<file path="src/hw/cpu8_pkg.sv">
`default_nettype none

package cpu8_pkg;

    localparam int DATA_W  = 8;   // register and alu width
    localparam int REG_N   = 8;   // registers in the file
    localparam int REG_AW  = 3;   // register index bits
    localparam int PC_W    = 32;  // byte address
    localparam int PC_STEP = 4;   // one instruction word per step

    // opcode byte, word bits 31:24
    localparam logic [7:0] OP_LOADI = 8'h00;  // rd = imm
    localparam logic [7:0] OP_MOV   = 8'h01;  // rd = rs2
    localparam logic [7:0] OP_ADD   = 8'h02;  // rd = rs1 + rs2
    localparam logic [7:0] OP_SUB   = 8'h03;  // rd = rs1 - rs2
    localparam logic [7:0] OP_AND   = 8'h04;  // rd = rs1 & rs2
    localparam logic [7:0] OP_OR    = 8'h05;  // rd = rs1 | rs2
    localparam logic [7:0] OP_JUMP  = 8'h06;  // unconditional, pc relative
    localparam logic [7:0] OP_BEQ   = 8'h07;  // taken when rs1 == rs2
    localparam logic [7:0] OP_BNE   = 8'h0D;  // taken when rs1 != rs2

    typedef logic [DATA_W-1:0] data_t;      // register value
    typedef logic [REG_AW-1:0] reg_addr_t;  // register index
    typedef logic [PC_W-1:0]   pc_t;        // byte address

    typedef enum logic [1:0] {
        ALU_FWD = 2'b00,  // pass operand b through
        ALU_ADD = 2'b01,  // also sub and compare, with negate
        ALU_AND = 2'b10,
        ALU_OR  = 2'b11
    } alu_op_t;

    // register form of the instruction word
    typedef struct packed {
        logic [7:0] opcode;
        logic [7:0] dest;      // low REG_AW bits pick the target
        logic [7:0] src1;      // low REG_AW bits used
        logic [7:0] src2_imm;  // register index or immediate
    } alu_instr_t;

    // control flow form, same word
    typedef struct packed {
        logic [7:0] opcode;
        logic [7:0] offset;    // signed word count from pc+4
        logic [7:0] src1;
        logic [7:0] src2;
    } br_instr_t;

    // bits 23:16 are dest for alu ops and offset for jump / branch
    typedef union packed {
        alu_instr_t alu;
        br_instr_t  br;
    } instr_u;

    typedef struct packed {
        logic    reg_we;     // write rd at the edge
        logic    use_imm;    // operand b from the immediate
        logic    negate;     // two's complement of operand b
        alu_op_t alu_op;
        logic    branch;     // conditional, compares via zero
        logic    branch_ne;  // invert the branch condition
        logic    jump;       // unconditional pc relative
    } ctrl_t;

    localparam ctrl_t CTRL_NOP = '0;  // decoded for unknown opcodes

    // register file write port, also the trace output
    typedef struct packed {
        logic      en;
        reg_addr_t addr;
        data_t     data;
    } reg_write_t;

endpackage

`default_nettype wire
</file>
<file path="src/hw/cpu8_top.sv">
`timescale 1ns/1ps
`default_nettype none

module cpu8_top
    import cpu8_pkg::*;
(
    input  logic       CLK,
    input  logic       rst_n,
    input  instr_u     instr,      // word for the current pc
    output pc_t        pc,         // fetch address
    output reg_write_t reg_write   // write port trace, valid before the edge
);

    ctrl_t     ctrl;      // decoded control
    reg_addr_t rd_addr1;  // src1 index
    reg_addr_t rd_addr2;  // src2 index
    reg_addr_t wr_addr;   // dest index
    data_t     imm;       // low byte of the word
    data_t     rd_data1;
    data_t     rd_data2;
    data_t     result;    // alu output
    logic      zero;      // result was all zeros

    instr_decode u_decode (
        .instr    (instr),
        .ctrl     (ctrl),
        .rd_addr1 (rd_addr1),
        .rd_addr2 (rd_addr2),
        .imm      (imm),
        .wr_addr  (wr_addr)
    );

    reg_file u_regs (
        .CLK      (CLK),
        .rst_n    (rst_n),
        .rd_addr1 (rd_addr1),
        .rd_addr2 (rd_addr2),
        .rd_data1 (rd_data1),
        .rd_data2 (rd_data2),
        .wr       (reg_write)   // same struct drives the file and the trace
    );

    execute_unit u_exec (
        .ctrl     (ctrl),
        .rd_data1 (rd_data1),
        .rd_data2 (rd_data2),
        .imm      (imm),
        .result   (result),
        .zero     (zero)
    );

    pc_unit u_pc (
        .CLK    (CLK),
        .rst_n  (rst_n),
        .ctrl   (ctrl),
        .zero   (zero),
        .offset (instr.br.offset),  // control flow view of bits 23:16
        .pc     (pc)
    );

    assign reg_write = '{en: ctrl.reg_we, addr: wr_addr, data: result};  // decode + exec

endmodule

`default_nettype wire

</file>
<file path="src/hw/pc_unit.sv">
`timescale 1ns/1ps
`default_nettype none

module pc_unit
    import cpu8_pkg::*;
(
    input  logic  CLK,
    input  logic  rst_n,
    input  ctrl_t ctrl,    // branch, branch_ne and jump used here
    input  logic  zero,    // from execute
    input  data_t offset,  // signed word count
    output pc_t   pc       // current fetch address
);

    localparam int EXT_W = PC_W - DATA_W - 2;  // sign bits above the shifted offset

    pc_t  pc_plus4;    // sequential address
    pc_t  offset_ext;  // offset in bytes, sign extended
    pc_t  target;      // shared by jump and branch
    logic take;        // redirect this cycle

    assign pc_plus4 = pc + PC_W'(PC_STEP);

    // words to bytes, times 4
    assign offset_ext = {{EXT_W{offset[DATA_W-1]}}, offset, 2'b00};

    // relative to the next sequential word
    assign target = pc_plus4 + offset_ext;

    // beq takes on zero, bne on nonzero
    assign take = ctrl.jump | (ctrl.branch & (zero ^ ctrl.branch_ne));

    always_ff @(posedge CLK)
    begin
        if (!rst_n)
        begin
            pc <= '0;  // fetch restarts at 0
        end
        else if (take)
        begin
            pc <= target;
        end
        else
        begin
            pc <= pc_plus4;  // also for no-ops
        end
    end

    // fetch must stay word aligned across every redirect
    a_pc_aligned: assert property (
        @(posedge CLK) disable iff (!rst_n)
        pc[1:0] == 2'b00
    )
        else $error("pc not word aligned: %h", pc);

endmodule

`default_nettype wire

</file>
<file path="src/hw/execute_unit.sv">
`timescale 1ns/1ps
`default_nettype none

module execute_unit
    import cpu8_pkg::*;
(
    input  ctrl_t ctrl,      // use_imm, negate and alu_op used here
    input  data_t rd_data1,  // operand a
    input  data_t rd_data2,  // operand b from the file
    input  data_t imm,       // operand b from the word
    output data_t result,    // write data for rd
    output logic  zero       // result all zeros, drives branches
);

    data_t opnd_b;    // after the immediate select
    data_t opnd_neg;  // after optional negation

    // operand b source
    assign opnd_b = ctrl.use_imm ? imm : rd_data2;

    // two's complement for sub, beq and bne
    assign opnd_neg = ctrl.negate ? (~opnd_b + data_t'(1)) : opnd_b;

    always_comb
    begin
        case (ctrl.alu_op)
            ALU_FWD:
            begin
                result = opnd_neg;             // loadi, mov
            end
            ALU_ADD:
            begin
                result = rd_data1 + opnd_neg;  // carry out dropped
            end
            ALU_AND:
            begin
                result = rd_data1 & opnd_neg;
            end
            ALU_OR:
            begin
                result = rd_data1 | opnd_neg;
            end
            default:
            begin
                result = opnd_neg;
            end
        endcase
    end

    // equal operands give a zero difference
    assign zero = (result == '0);

endmodule

`default_nettype wire

</file>
<file path="src/hw/reg_file.sv">
`timescale 1ns/1ps
`default_nettype none

module reg_file
    import cpu8_pkg::*;
(
    input  logic       CLK,
    input  logic       rst_n,
    input  reg_addr_t  rd_addr1,  // port 1 index
    input  reg_addr_t  rd_addr2,  // port 2 index
    output data_t      rd_data1,
    output data_t      rd_data2,
    input  reg_write_t wr         // en, addr, data
);

    data_t regs [REG_N];  // the eight registers

    // write on the edge, all registers clear in reset
    always_ff @(posedge CLK)
    begin
        if (!rst_n)
        begin
            for (int i = 0; i < REG_N; i++)
            begin
                regs[i] <= '0;
            end
        end
        else if (wr.en)
        begin
            regs[wr.addr] <= wr.data;  // visible to reads next cycle
        end
    end

    // reads have no clock, old value until the write edge
    assign rd_data1 = regs[rd_addr1];
    assign rd_data2 = regs[rd_addr2];

    // an X index from decode would corrupt an unknown register
    a_wr_addr_known: assert property (
        @(posedge CLK) disable iff (!rst_n)
        wr.en |-> !$isunknown(wr.addr)
    )
        else $error("register write with unknown address");

endmodule

`default_nettype wire

</file>
<file path="src/hw/instr_decode.sv">
`timescale 1ns/1ps
`default_nettype none

module instr_decode
    import cpu8_pkg::*;
(
    input  instr_u    instr,     // word for the current pc
    output ctrl_t     ctrl,      // control for execute and pc
    output reg_addr_t rd_addr1,  // src1 index
    output reg_addr_t rd_addr2,  // src2 index
    output data_t     imm,       // immediate byte
    output reg_addr_t wr_addr    // dest index
);

    always_comb
    begin
        ctrl = CTRL_NOP;  // anything unlisted retires as a no-op
        case (instr.alu.opcode)
            OP_LOADI:
            begin
                ctrl.reg_we  = 1'b1;
                ctrl.use_imm = 1'b1;     // immediate goes straight to rd
                ctrl.alu_op  = ALU_FWD;
            end
            OP_MOV:
            begin
                ctrl.reg_we = 1'b1;
                ctrl.alu_op = ALU_FWD;   // forward rs2
            end
            OP_ADD:
            begin
                ctrl.reg_we = 1'b1;
                ctrl.alu_op = ALU_ADD;
            end
            OP_SUB:
            begin
                ctrl.reg_we = 1'b1;
                ctrl.negate = 1'b1;      // rs1 + (-rs2)
                ctrl.alu_op = ALU_ADD;
            end
            OP_AND:
            begin
                ctrl.reg_we = 1'b1;
                ctrl.alu_op = ALU_AND;
            end
            OP_OR:
            begin
                ctrl.reg_we = 1'b1;
                ctrl.alu_op = ALU_OR;
            end
            OP_JUMP:
            begin
                ctrl.jump = 1'b1;        // no register write
            end
            OP_BEQ:
            begin
                ctrl.branch = 1'b1;
                ctrl.negate = 1'b1;      // zero flag set when rs1 == rs2
                ctrl.alu_op = ALU_ADD;
            end
            OP_BNE:
            begin
                ctrl.branch    = 1'b1;
                ctrl.branch_ne = 1'b1;   // take on a nonzero difference
                ctrl.negate    = 1'b1;
                ctrl.alu_op    = ALU_ADD;
            end
            default:
            begin
                ctrl = CTRL_NOP;
            end
        endcase
    end

    // register fields share positions in both views, alu view used here
    assign rd_addr1 = instr.alu.src1[REG_AW-1:0];
    assign rd_addr2 = instr.alu.src2_imm[REG_AW-1:0];
    assign wr_addr  = instr.alu.dest[REG_AW-1:0];
    assign imm      = instr.alu.src2_imm;  // full byte for loadi

endmodule

`default_nettype wire

</file>
<file path="config.mk">
export PLATFORM = sky130hd
export DESIGN_NAME = cpu8_top
export DESIGN_NICKNAME = d
export VERILOG_FILES = /design/src/hw/cpu8_pkg.sv /design/src/hw/cpu8_top.sv /design/src/hw/pc_unit.sv /design/src/hw/execute_unit.sv /design/src/hw/reg_file.sv /design/src/hw/instr_decode.sv
export SDC_FILE = /design/constraint.sdc
export NUM_CORES = 1
export LEC_CHECK = 0
export BUFFER_PORTS_ARGS = -buffer_cell sky130_fd_sc_hd__buf_2
export CAP_MARGIN = 30
export CORE_UTILIZATION = 50
export CTS_CLUSTER_SIZE = 8
export DETAILED_ROUTE_END_ITERATION = 8
export PLACE_DENSITY = 0.74
export SLEW_MARGIN = 5
export SYNTH_ARGS = -nofsm -noshare
export SYNTH_HDL_FRONTEND = slang
export SYNTH_HIERARCHICAL = 1
export SYNTH_SLANG_ARGS = --single-unit
</file>
<file path="constraint.sdc">
create_clock -name CLK -period 9.2 [get_ports CLK]
set_input_delay 1.38 -clock CLK [delete_from_list [all_inputs] [get_ports CLK]]
set_output_delay 1.38 -clock CLK [all_outputs]
set_load 0.005 [all_outputs]
</file>
==> results of run 1 <==
[cells by family (layout without fill, tap and decap cells)]
logic type / after synthesis / count (layout) / synth area share (%)
AOI/OAI and AO/OA: 192 / 192 / 14.8
xor gates and xnor gates: 49 / 49 / 5.17
buffers and inverters: 121 / 157 / 7.24
muxes: 63 / 63 / 14.6
other: 1 / 2 / 0.0451
and+or+nand+nor: 300 / 300 / 19.2
DFF: 94 / 94 / 30.4
adders and majority gates: 56 / 56 / 8.61
[final cells by class]
type                            instances  area, sq um  share of cell area (%)
Multi-Input combinational cell        662         5200                    58.1
Sequential cell                        94         2520                    28.2
Timing Repair Buffer                   88          478                    5.35
Tap cell                              216          270                    3.02
Clock buffer                           11          233                    2.60
Inverter                               53          199                    2.23
Clock inverter                          5         42.5                   0.476
[per-stage QoR]
stage | hold slack [ps] | area, sq um
after floorplan | 579 | 8310
after global placement | 589 | 8650
after detailed placement | 585 | 8660
after CTS | 601 | 8940
after global routing | 653 | 8940
final | 597 | 8940
[path summary, 6_finish.rpt]
kind / slack, ps / startpoint / cells past startpoint / endpoint
max: 1900 / instr[0] / 15 / reg_write[5]
min: 600 / u_pc/pc[31]$_SDFF_PN0_ / 3 / u_pc/pc[31]$_SDFF_PN0_
max reg2reg: 3270 / u_regs/regs[0][0]$_SDFFCE_PN0P_ / 22 / u_pc/pc[31]$_SDFF_PN0_
min reg2reg: 600 / u_pc/pc[31]$_SDFF_PN0_ / 3 / u_pc/pc[31]$_SDFF_PN0_
[cell usage in the layout, fill, tap and decap left out, types with 11 or more instances in the layout]
cell      instances
xnor2_1          32
a211oi_1         11
nand4_1          13
buf_2            73
nor3_1           71
nor2_1           43
nor4_1           25
mux4_1           29
a21oi_1          57
buf_4            15
nand3_1          27
dfxtp_1          30
or3_1            11
a21o_1           14
o21ai_0          46
nand2_1          63
inv_1            53
edfxtp_1         64
ha_1             54
xor2_1           17
mux2_2           18
[sequential cells by signal (all words and copies together), names as in the netlist]
name / flops
u_regs/regs: 64
u_pc/pc: 30
[metal layers]
layer	wire length (um)	vias up	track usage [%]	share of wire [%]
met5	0	-	0	0
li1	-	3380	-	-
met3	1410	27	3.30	6.8
met1	9380	3368	34.7	45
met2	9480	277	39.7	46
met4	390	0	8.59	1.9
[power by group through the flow]
| stage | clock network, mW | logic, mW | registers [mW] |
|---|---|---|---|
| 2_1_floorplan | 0 | 0.164 | 0.475 |
| 3_3_place_gp | 0 | 0.207 | 0.477 |
| 3_5_place_dp | 0 | 0.214 | 0.478 |
| 4_1_cts | 0.361 | 0.215 | 0.468 |
| 5_1_grt | 0.377 | 0.238 | 0.470 |
| 6_report | 0.358 | 0.217 | 0.468 |
[worst min-delay path, cell delays in order, from the launching register on]
cell and delay [ps]:
dfxtp_1 330, xor2_1 80, o21ai_0 70, a21oi_1 60
==> results.py, run 1 <==
metrics = {
    "status": {
        "status": "completed",
    },
    "yosys": {
        "ys_warn_count": 6,
        "syn_inst": 876,
        "yosys-top-cells-area": "edfxtp_1 (23%), mux4_1 (9.2%), ha_1 (8.1%), dfxtp_1 (7.2%), nor3_1 (4.3%)",
        "netlist.area_leader.share_pct": 23.1,
        "synthArstFlopShare_pct": 0,
        "syn_area_sq_um": 8310,
        "yosysUniqueCellTypes": 79,
        "synth_top_cell_by_area": "edfxtp_1",
        "ys_top_cells_by_count": "nor3_1 (72), edfxtp_1 (64), nand2_1 (63)",
        "yosysMostFrequentCell": "nor3_1",
        "seq_area_frac_synth_pct": 30.4,
        "synth_edf_count": 64,
        "syn_avg_cell_area_sq_um": 9.48,
        "yosys_most_used_dff": "edfxtp_1",
        "ys_ff_latch": 94,
    },
    "sta": {
        "min_period_ps": 7300,
        "skew_ps": 9.33,
        "worst_slew_margin_rel_pct": 38.0,
        "tightestPinTransition_ps": 922,
        "max_clock_freq_ghz": 0.137,
        "rsz0062_at_grt": "false",
        "setup_viol_count_final": 0,
        "final_max_slew_viol_count": 0,
        "final.setup.worst_slack_ps": 1900,
        "period_share_pct": 79.3,
        "setup_tns_ps": 0,
        "hold_viol_final": 0,
    },
    "power_and_ir_drop": {
        "swShare_pct": 29.7,
        "total_power_mw": 1.04,
        "p_seq_share_pct": 44.9,
        "intPower_mw": 0.734,
        "p_comb_share_pct": 20.8,
        "clock_power_share_pct": 34.3,
        "p_leak_nw": 3.58,
        "powerDensity_nw_per_um2": 117,
        "p_switching_mw": 0.310,
        "peakVddDrop_mv": 0.102,
    },
    "clocking": {
        "cts_resized": 0,
        "path_clk_slew_ps": 70,
        "postCtsSetupRepairBufs": 0,
        "ctsHoldBuffers": 0,
        "cts_tree": "done",
        "cts-root-buf": "clkbuf_16",
        "cts_buffer_depth": 2,
        "clock_sinks": 94,
        "cts_buffers": 9,
        "htree_levels": 3,
        "clk_latency_ps": 350,
    },
    "die": {
        "chipWidth_um": 131,
        "initial_core_util_pct": 51.7,
        "die_area_sq_um": 17100,
        "core_area_sq_um": 16100,
        "io_pins": 78,
        "row_count": 46,
        "die_h_um": 131,
    },
    "finish": {
        "diodes": 0,
        "n_fill_cell": 1419,
        "areaGrowthSynthToFinish_pct": 7.62,
        "final_util_pct": 55.7,
        "final_nets": 998,
        "finalNonFillerCells": 1129,
        "drive_gt1_share_pct": 16.3,
    },
    "drt": {
        "wl_per_cell_um": 18.3,
        "ant_nets": 0,
        "viasPerCell": 6.25,
        "wl_um": 20700,
        "vias": 7052,
        "drc": 0,
        "first_iter_violations": 459,
        "dr.pass1.iters": 5,
    },
    "placed_design": {
        "globalplace.congestion": 0.956,
        "dp_hpwl_um": 15500,
        "place_ws_ps": 1730,
        "port_buffers": 70,
        "place_inst": 1112,
    },
    "job": {
        "maxCapViolCount": 0,
    },
    "worst_setup_path": {
        "crit_path_end_kind": "output pin",
        "start_kind": "input port",
        "cp_max_fo": 19,
        "required_ps": 7820,
        "critPathMaxStageDelay_ps": 670,
        "path_delay_family": "compound AO/OA/AOI/OAI gates",
        "arrival_ps": 5920,
        "path_buf_inv": 3,
        "path_cells": "buf_2, mux4_1, mux2_2, mux2i_1, ha_1, o21ai_1, nand2_1, xor2_1, inv_1, ha_1, a21o_1, a31o_2, o311a_1, a221oi_1, buf_2",
        "crit_type": "input port to output pin",
        "cp_slowest_cell": "mux4_1",
    },
    "grt": {
        "grt_overflow_total": 0,
        "antenna_found_initial": 0,
        "grt_pass1_vias": 6356,
        "grtUsageTotal_pct": 24.9,
        "grt_pass1_wl_um": 32600,
        "grt_max_degree": 37,
    },
    "worst_hold_path": {
        "min_path_type": "flip-flop to flip-flop",
    },
}
Power figures use the tool's default switching activity.
==> run 2: changes to the inputs <==
PLACE_DENSITY = 0.77   (was 0.74)
clock period = 6.4 ns   (was 9.2 ns; I/O delays follow)
==> run 2 against run 1 <==
Net effect: clock skew is 2.3 ps lower; flip-flop and latch count unchanged; setup slack worse by 1400 ps; clock power is 52% higher; critical path type is now input port to flip-flop; count of clock-buffer cells in the layout shrank 1; wire length shrank 2.2%; largest power group unchanged; hold slack better by 16 ps; non-clock buffer count increased by 8; sequential share of layout area decreased by 0.23 points.
==> results.py, run 2 (same netlist as run 1, synthesis figures left out) <==
metrics = {
    "status": {
        "status": "completed",
    },
    "grt": {
        "grtUsageTotal_pct": 24.2,
        "grt_overflow_total": 0,
        "grt_pass1_vias": 6336,
        "antenna_found_initial": 0,
        "grt_max_degree": 37,
        "grt_pass1_wl_um": 31800,
    },
    "finish": {
        "final_nets": 1006,
        "top_register": "u_regs/regs",
        "areaGrowthSynthToFinish_pct": 8.51,
        "layout_common_cells": "buf_2 (76), nor3_1 (71), edfxtp_1 (64)",
        "reg_top3": "u_regs/regs (64), u_pc/pc (30)",
        "final_common_cell": "buf_2",
        "drive_gt1_share_pct": 17.0,
        "diodes": 0,
        "largest_register_ffs": 64,
        "finalNonFillerCells": 1137,
    },
    "die": {
        "initial_core_util_pct": 51.7,
        "die_area_sq_um": 17100,
        "chipWidth_um": 131,
        "core_area_sq_um": 16100,
        "die_h_um": 131,
        "row_count": 46,
        "io_pins": 78,
    },
    "power_and_ir_drop": {
        "powerDensity_nw_per_um2": 169,
        "peakVddDrop_mv": 0.142,
        "p_leak_nw": 3.63,
    },
    "clocking": {
        "cts_resized": 0,
        "htree_levels": 3,
        "path_clk_slew_ps": 60,
        "cts-root-buf": "clkbuf_16",
        "cts_buffers": 9,
        "clock_sinks": 94,
        "cts_buffer_depth": 2,
        "cts_tree": "done",
        "clk_latency_ps": 350,
        "postCtsSetupRepairBufs": 0,
        "ctsHoldBuffers": 0,
    },
    "drt": {
        "vias": 6929,
        "drc": 0,
        "ant_nets": 0,
        "first_iter_violations": 555,
        "viasPerCell": 6.09,
        "dr.pass1.iters": 5,
        "wl_um": 20200,
        "wl_per_cell_um": 17.8,
    },
    "worst_setup_path": {
        "start_kind": "input port",
        "crit_start": "instr[29]",
        "timing.rr.start": "u_regs/regs[0][0]$_SDFFCE_PN0P_",
        "arrival_ps": 6160,
        "crit_end": "u_pc/pc[23]$_SDFF_PN0_",
        "crit_type": "input port to flip-flop",
        "required_ps": 6680,
        "reg2reg_depth": 20,
        "cp_max_fo": 14,
        "r2r_setup_slack_ps": 1070,
        "crit_path_end_kind": "flip-flop",
        "r2r-end": "u_pc/pc[23]$_SDFF_PN0_",
    },
    "sta": {
        "min_period_ps": 5880,
        "setup_tns_ps": 0,
        "tightestPinTransition_ps": 937,
        "hold_viol_final": 0,
        "period_share_pct": 91.9,
        "final_max_slew_viol_count": 0,
        "max_clock_freq_ghz": 0.170,
        "worst_slew_margin_rel_pct": 37.1,
        "rsz0062_at_grt": "false",
        "skew_ps": 6.99,
        "setup_viol_count_final": 0,
    },
    "job": {
        "maxCapViolCount": 0,
    },
    "placed_design": {
        "dp_hpwl_um": 15400,
        "port_buffers": 70,
        "place_inst": 1120,
        "globalplace.congestion": 0.901,
    },
    "worst_hold_path": {
        "min_path_type": "flip-flop to flip-flop",
    },
}
==> run 2: cell count changes in the layout (fill, tap and decap cells not counted), sizes merged <==
cell / previous run / this run
buf: 88 / 96
bufinv: 0 / 1
clkbuf: 11 / 10
clkinv: 2 / 1
inv: 55 / 56
==> run 2: routing by layer <==
layer	track usage (%)	part of all wire (%)	vias to the layer above
li1	-	-	3388
met1	33.6	47	3315
met2	38.4	46	207
met3	4.23	5.8	19
met4	7.91	1.5	0
met5	0	0	-
==> run 2: metrics by stage <==
step / cell area, sq um / util (%) / hold WS, ps / power (mW) / setup WS, ps
final: 9010 / 56.1 / 613 / 1.53 / 518
after global routing: 9010 / 56.1 / 666 / 1.59 / 96.9
after CTS: 9010 / 56.1 / 608 / 1.53 / 521
after detailed placement: 8710 / 54.2 / 592 / 0.994 / 161
after global placement: 8680 / 54.1 / 599 / 0.986 / 217
after floorplan: 8310 / - / 579 / 0.918 / 269
==> run 2: worst max-delay path, stage by stage <==
cell,delay (ps)
buf_2,100
or4_4,600
nor3_2,380
mux2i_1,310
ha_1,240
nor2b_1,70
xnor2_1,290
inv_1,80
ha_1,330
nor2b_1,160
o21ai_0,180
nand2_1,90
xor2_1,140
mux4_2,520
nor4_2,330
xor2_1,260
a21o_1,170
buf_4,210
nand2_1,240
a2111o_1,410
o211ai_1,90
==> run 2: report_power, final <==
group,leakage (nW),switching [mW],internal (mW)
Clock,0.142,0.237,0.306
Combinational,2.58,0.185,0.127
Sequential,0.903,0.0107,0.663
==> run 2: worst min path at each step <==
stage | slack, ps | start | depth (start not counted) | endpoint
global route | 670 | u_pc/pc[31]$_SDFF_PN0_ | 3 | u_pc/pc[31]$_SDFF_PN0_
detailed placement | 590 | u_pc/pc[31]$_SDFF_PN0_ | 3 | u_pc/pc[31]$_SDFF_PN0_
floorplan | 580 | u_pc/pc[31]$_SDFF_PN0_ | 3 | u_pc/pc[31]$_SDFF_PN0_
global placement | 600 | u_pc/pc[31]$_SDFF_PN0_ | 3 | u_pc/pc[31]$_SDFF_PN0_
CTS | 610 | u_pc/pc[31]$_SDFF_PN0_ | 3 | u_pc/pc[31]$_SDFF_PN0_
finish | 610 | u_pc/pc[31]$_SDFF_PN0_ | 3 | u_pc/pc[31]$_SDFF_PN0_
==> run 2: cell type report <==
class | instances | area (sq um)
clock buffer | 10 | 229
clock inverter | 6 | 67.6
fill | 1394 | 7040
inverter | 53 | 199
multi-input combinational | 662 | 5200
sequential | 94 | 2520
tap | 216 | 270
timing repair buffer | 96 | 531
==> run 3: changes to the inputs <==
PLACE_DENSITY = 0.74   (was 0.77)
clock period = 6.1 ns   (was 6.4 ns; I/O delays follow)
==> run 3 against run 2 <==
Net effect: critical endpoint is now u_pc/pc[29]$_SDFF_PN0_; sequential share of layout area is 0.34 points lower; largest power group unchanged; cell count is 1.1% higher; die area stayed put; flip-flop and latch count stayed put.
==> results.py, run 3 (same netlist as run 1, synthesis figures left out) <==
metrics = {
    "drt": {
        "drc": 0,
        "dr.pass1.iters": 5,
        "wl_um": 20900,
        "first_iter_violations": 551,
        "ant_nets": 0,
        "vias": 7101,
        "viasPerCell": 6.17,
        "wl_per_cell_um": 18.2,
    },
    "finish": {
        "reg_top3": "u_regs/regs (64), u_pc/pc (30)",
        "diodes": 0,
        "layout_common_cells": "buf_2 (75), nor3_1 (71), edfxtp_1 (64)",
        "final_nets": 1019,
        "regArea_sq_um": 2520,
        "areaGrowthSynthToFinish_pct": 9.83,
        "final_common_cell": "buf_2",
        "largest_register_ffs": 64,
        "multiInputGateArea_sq_um": 5200,
        "n_fill_cell": 1408,
        "drive_gt1_share_pct": 18.4,
        "top_register": "u_regs/regs",
    },
    "clocking": {
        "clock_sinks": 94,
        "ctsHoldBuffers": 0,
        "cts_buffers": 9,
        "cts_buffer_depth": 2,
        "cts_tree": "done",
        "htree_levels": 3,
        "path_clk_slew_ps": 70,
        "clk_latency_ps": 360,
        "cts-root-buf": "clkbuf_16",
    },
    "sta": {
        "skew_ps": 5.10,
        "tightestPinTransition_ps": 954,
        "period_share_pct": 93.0,
        "worst_slew_margin_rel_pct": 35.9,
        "setup_tns_ps": 0,
        "hold_viol_final": 0,
        "min_period_ps": 5680,
        "max_clock_freq_ghz": 0.176,
        "rsz0062_at_grt": "false",
        "final_max_slew_viol_count": 0,
        "setup_viol_count_final": 0,
    },
    "die": {
        "io_pins": 78,
        "die_h_um": 131,
        "core_area_sq_um": 16100,
        "die_area_sq_um": 17100,
        "initial_core_util_pct": 51.7,
        "row_count": 46,
        "chipWidth_um": 131,
    },
    "worst_setup_path": {
        "crit_start": "instr[0]",
        "cp_max_fo": 9,
        "required_ps": 6400,
        "arrival_ps": 5970,
        "timing.rr.start": "u_regs/regs[1][0]$_SDFFCE_PN0P_",
        "cp_slowest_cell": "mux4_1",
        "crit_type": "input port to flip-flop",
        "start_kind": "input port",
        "critPathMaxStageDelay_ps": 640,
        "crit_end": "u_pc/pc[29]$_SDFF_PN0_",
        "r2r_setup_slack_ps": 950,
        "path_cells": "buf_2, mux4_1, mux2_2, mux2i_1, ha_1, o21ai_1, nand2_1, xor2_1, inv_1, ha_1, a21o_1, a31o_2, o21ai_0, a2111o_1, a32oi_1, nor4_2, xor2_1, a21oi_2, buf_4, nor2_1, nand3_1, or3_1, nand3_1",
        "reg2reg_depth": 22,
        "r2r-end": "u_pc/pc[29]$_SDFF_PN0_",
        "crit_path_end_kind": "flip-flop",
    },
    "grt": {
        "grt_pass1_wl_um": 33700,
        "grt_overflow_total": 0,
        "antenna_found_initial": 0,
        "grtUsageTotal_pct": 25.5,
        "grt_pass1_vias": 6589,
        "grt_max_degree": 37,
    },
    "power_and_ir_drop": {
        "powerDensity_nw_per_um2": 178,
        "p_switching_mw": 0.465,
        "swShare_pct": 28.6,
        "p_seq_share_pct": 43.5,
        "p_leak_nw": 3.69,
        "clock_power_share_pct": 35.3,
        "peakVddDrop_mv": 0.147,
        "p_comb_share_pct": 21.2,
        "intPower_mw": 1.16,
        "total_power_mw": 1.63,
    },
    "job": {
        "maxCapViolCount": 0,
    },
    "status": {
        "status": "completed",
    },
    "placed_design": {
        "dp_hpwl_um": 16000,
        "port_buffers": 70,
        "globalplace.congestion": 0.917,
    },
    "worst_hold_path": {
        "min_path_type": "flip-flop to flip-flop",
    },
}
-- run 3: timing repair --
action | CTS | global route
resized for setup | 0 | 1
endpoints found under the setup margin | 0 | 1
buffers inserted | 0 | 0
-- run 3: power by group through the flow --
stage / Clock (mW) / Combinational [mW] / Sequential, mW
finish: 0.574 / 0.345 / 0.707
global route: 0.607 / 0.380 / 0.708
CTS: 0.582 / 0.340 / 0.707
detailed placement: 0 / 0.339 / 0.721
global placement: 0 / 0.329 / 0.720
floorplan: 0 / 0.247 / 0.716
-- run 3: worst min-delay path by stage --
stage          slack, ps                endpoint                   start  cells after the start
3_5_place_dp         580  u_pc/pc[31]$_SDFF_PN0_  u_pc/pc[31]$_SDFF_PN0_                      3
6_report             600  u_pc/pc[31]$_SDFF_PN0_  u_pc/pc[31]$_SDFF_PN0_                      3
5_1_grt              680  u_pc/pc[31]$_SDFF_PN0_  u_pc/pc[31]$_SDFF_PN0_                      3
4_1_cts              600  u_pc/pc[31]$_SDFF_PN0_  u_pc/pc[31]$_SDFF_PN0_                      3
3_3_place_gp         580  u_pc/pc[31]$_SDFF_PN0_  u_pc/pc[31]$_SDFF_PN0_                      3
2_1_floorplan        580  u_pc/pc[31]$_SDFF_PN0_  u_pc/pc[31]$_SDFF_PN0_                      3
-- run 3: per-stage QoR --
step                instances  hold slack (ps)  cell area, sq um  setup slack [ps]  utilization [%]
floorplan                 877              579              8310              14.2                -
global placement         1128              576              8790              36.6             54.7
detailed placement       1133              585              8810             -79.3             54.9
CTS                      1149              601              9110               277             56.7
global route             1150              683              9130              60.4             56.8
finish                   1150              599              9130               425             56.8
-- run 3: area by class of cell --
cell class	count	share of cell area (%)
Sequential cell	94	27.6
Inverter	53	2.18
Timing Repair Buffer	109	6.91
Tap cell	216	2.96
Clock inverter	6	0.782
Multi-Input combinational cell	662	57.0
Clock buffer	10	2.51
-- run 3: worst max-delay path: cells and delay by family --
family / cells / cell delay [ps]
AO/OA/AOI/OAI: 7 / 1220
multiplexers: 3 / 1160
AND/OR/NAND/NOR: 6 / 1150
adder cells (fa/ha/maj): 2 / 550
buffers and inverters: 3 / 510
XOR/XNOR: 2 / 470
-- run 3: layer usage --
metal / track usage [%] / vias to the layer above / share of wire, %
li1: - / 3424 / -
met1: 35.9 / 3380 / 45
met2: 40.7 / 270 / 46
met3: 3.79 / 27 / 6.7
met4: 7.64 / 0 / 1.7
met5: 0 / - / 0
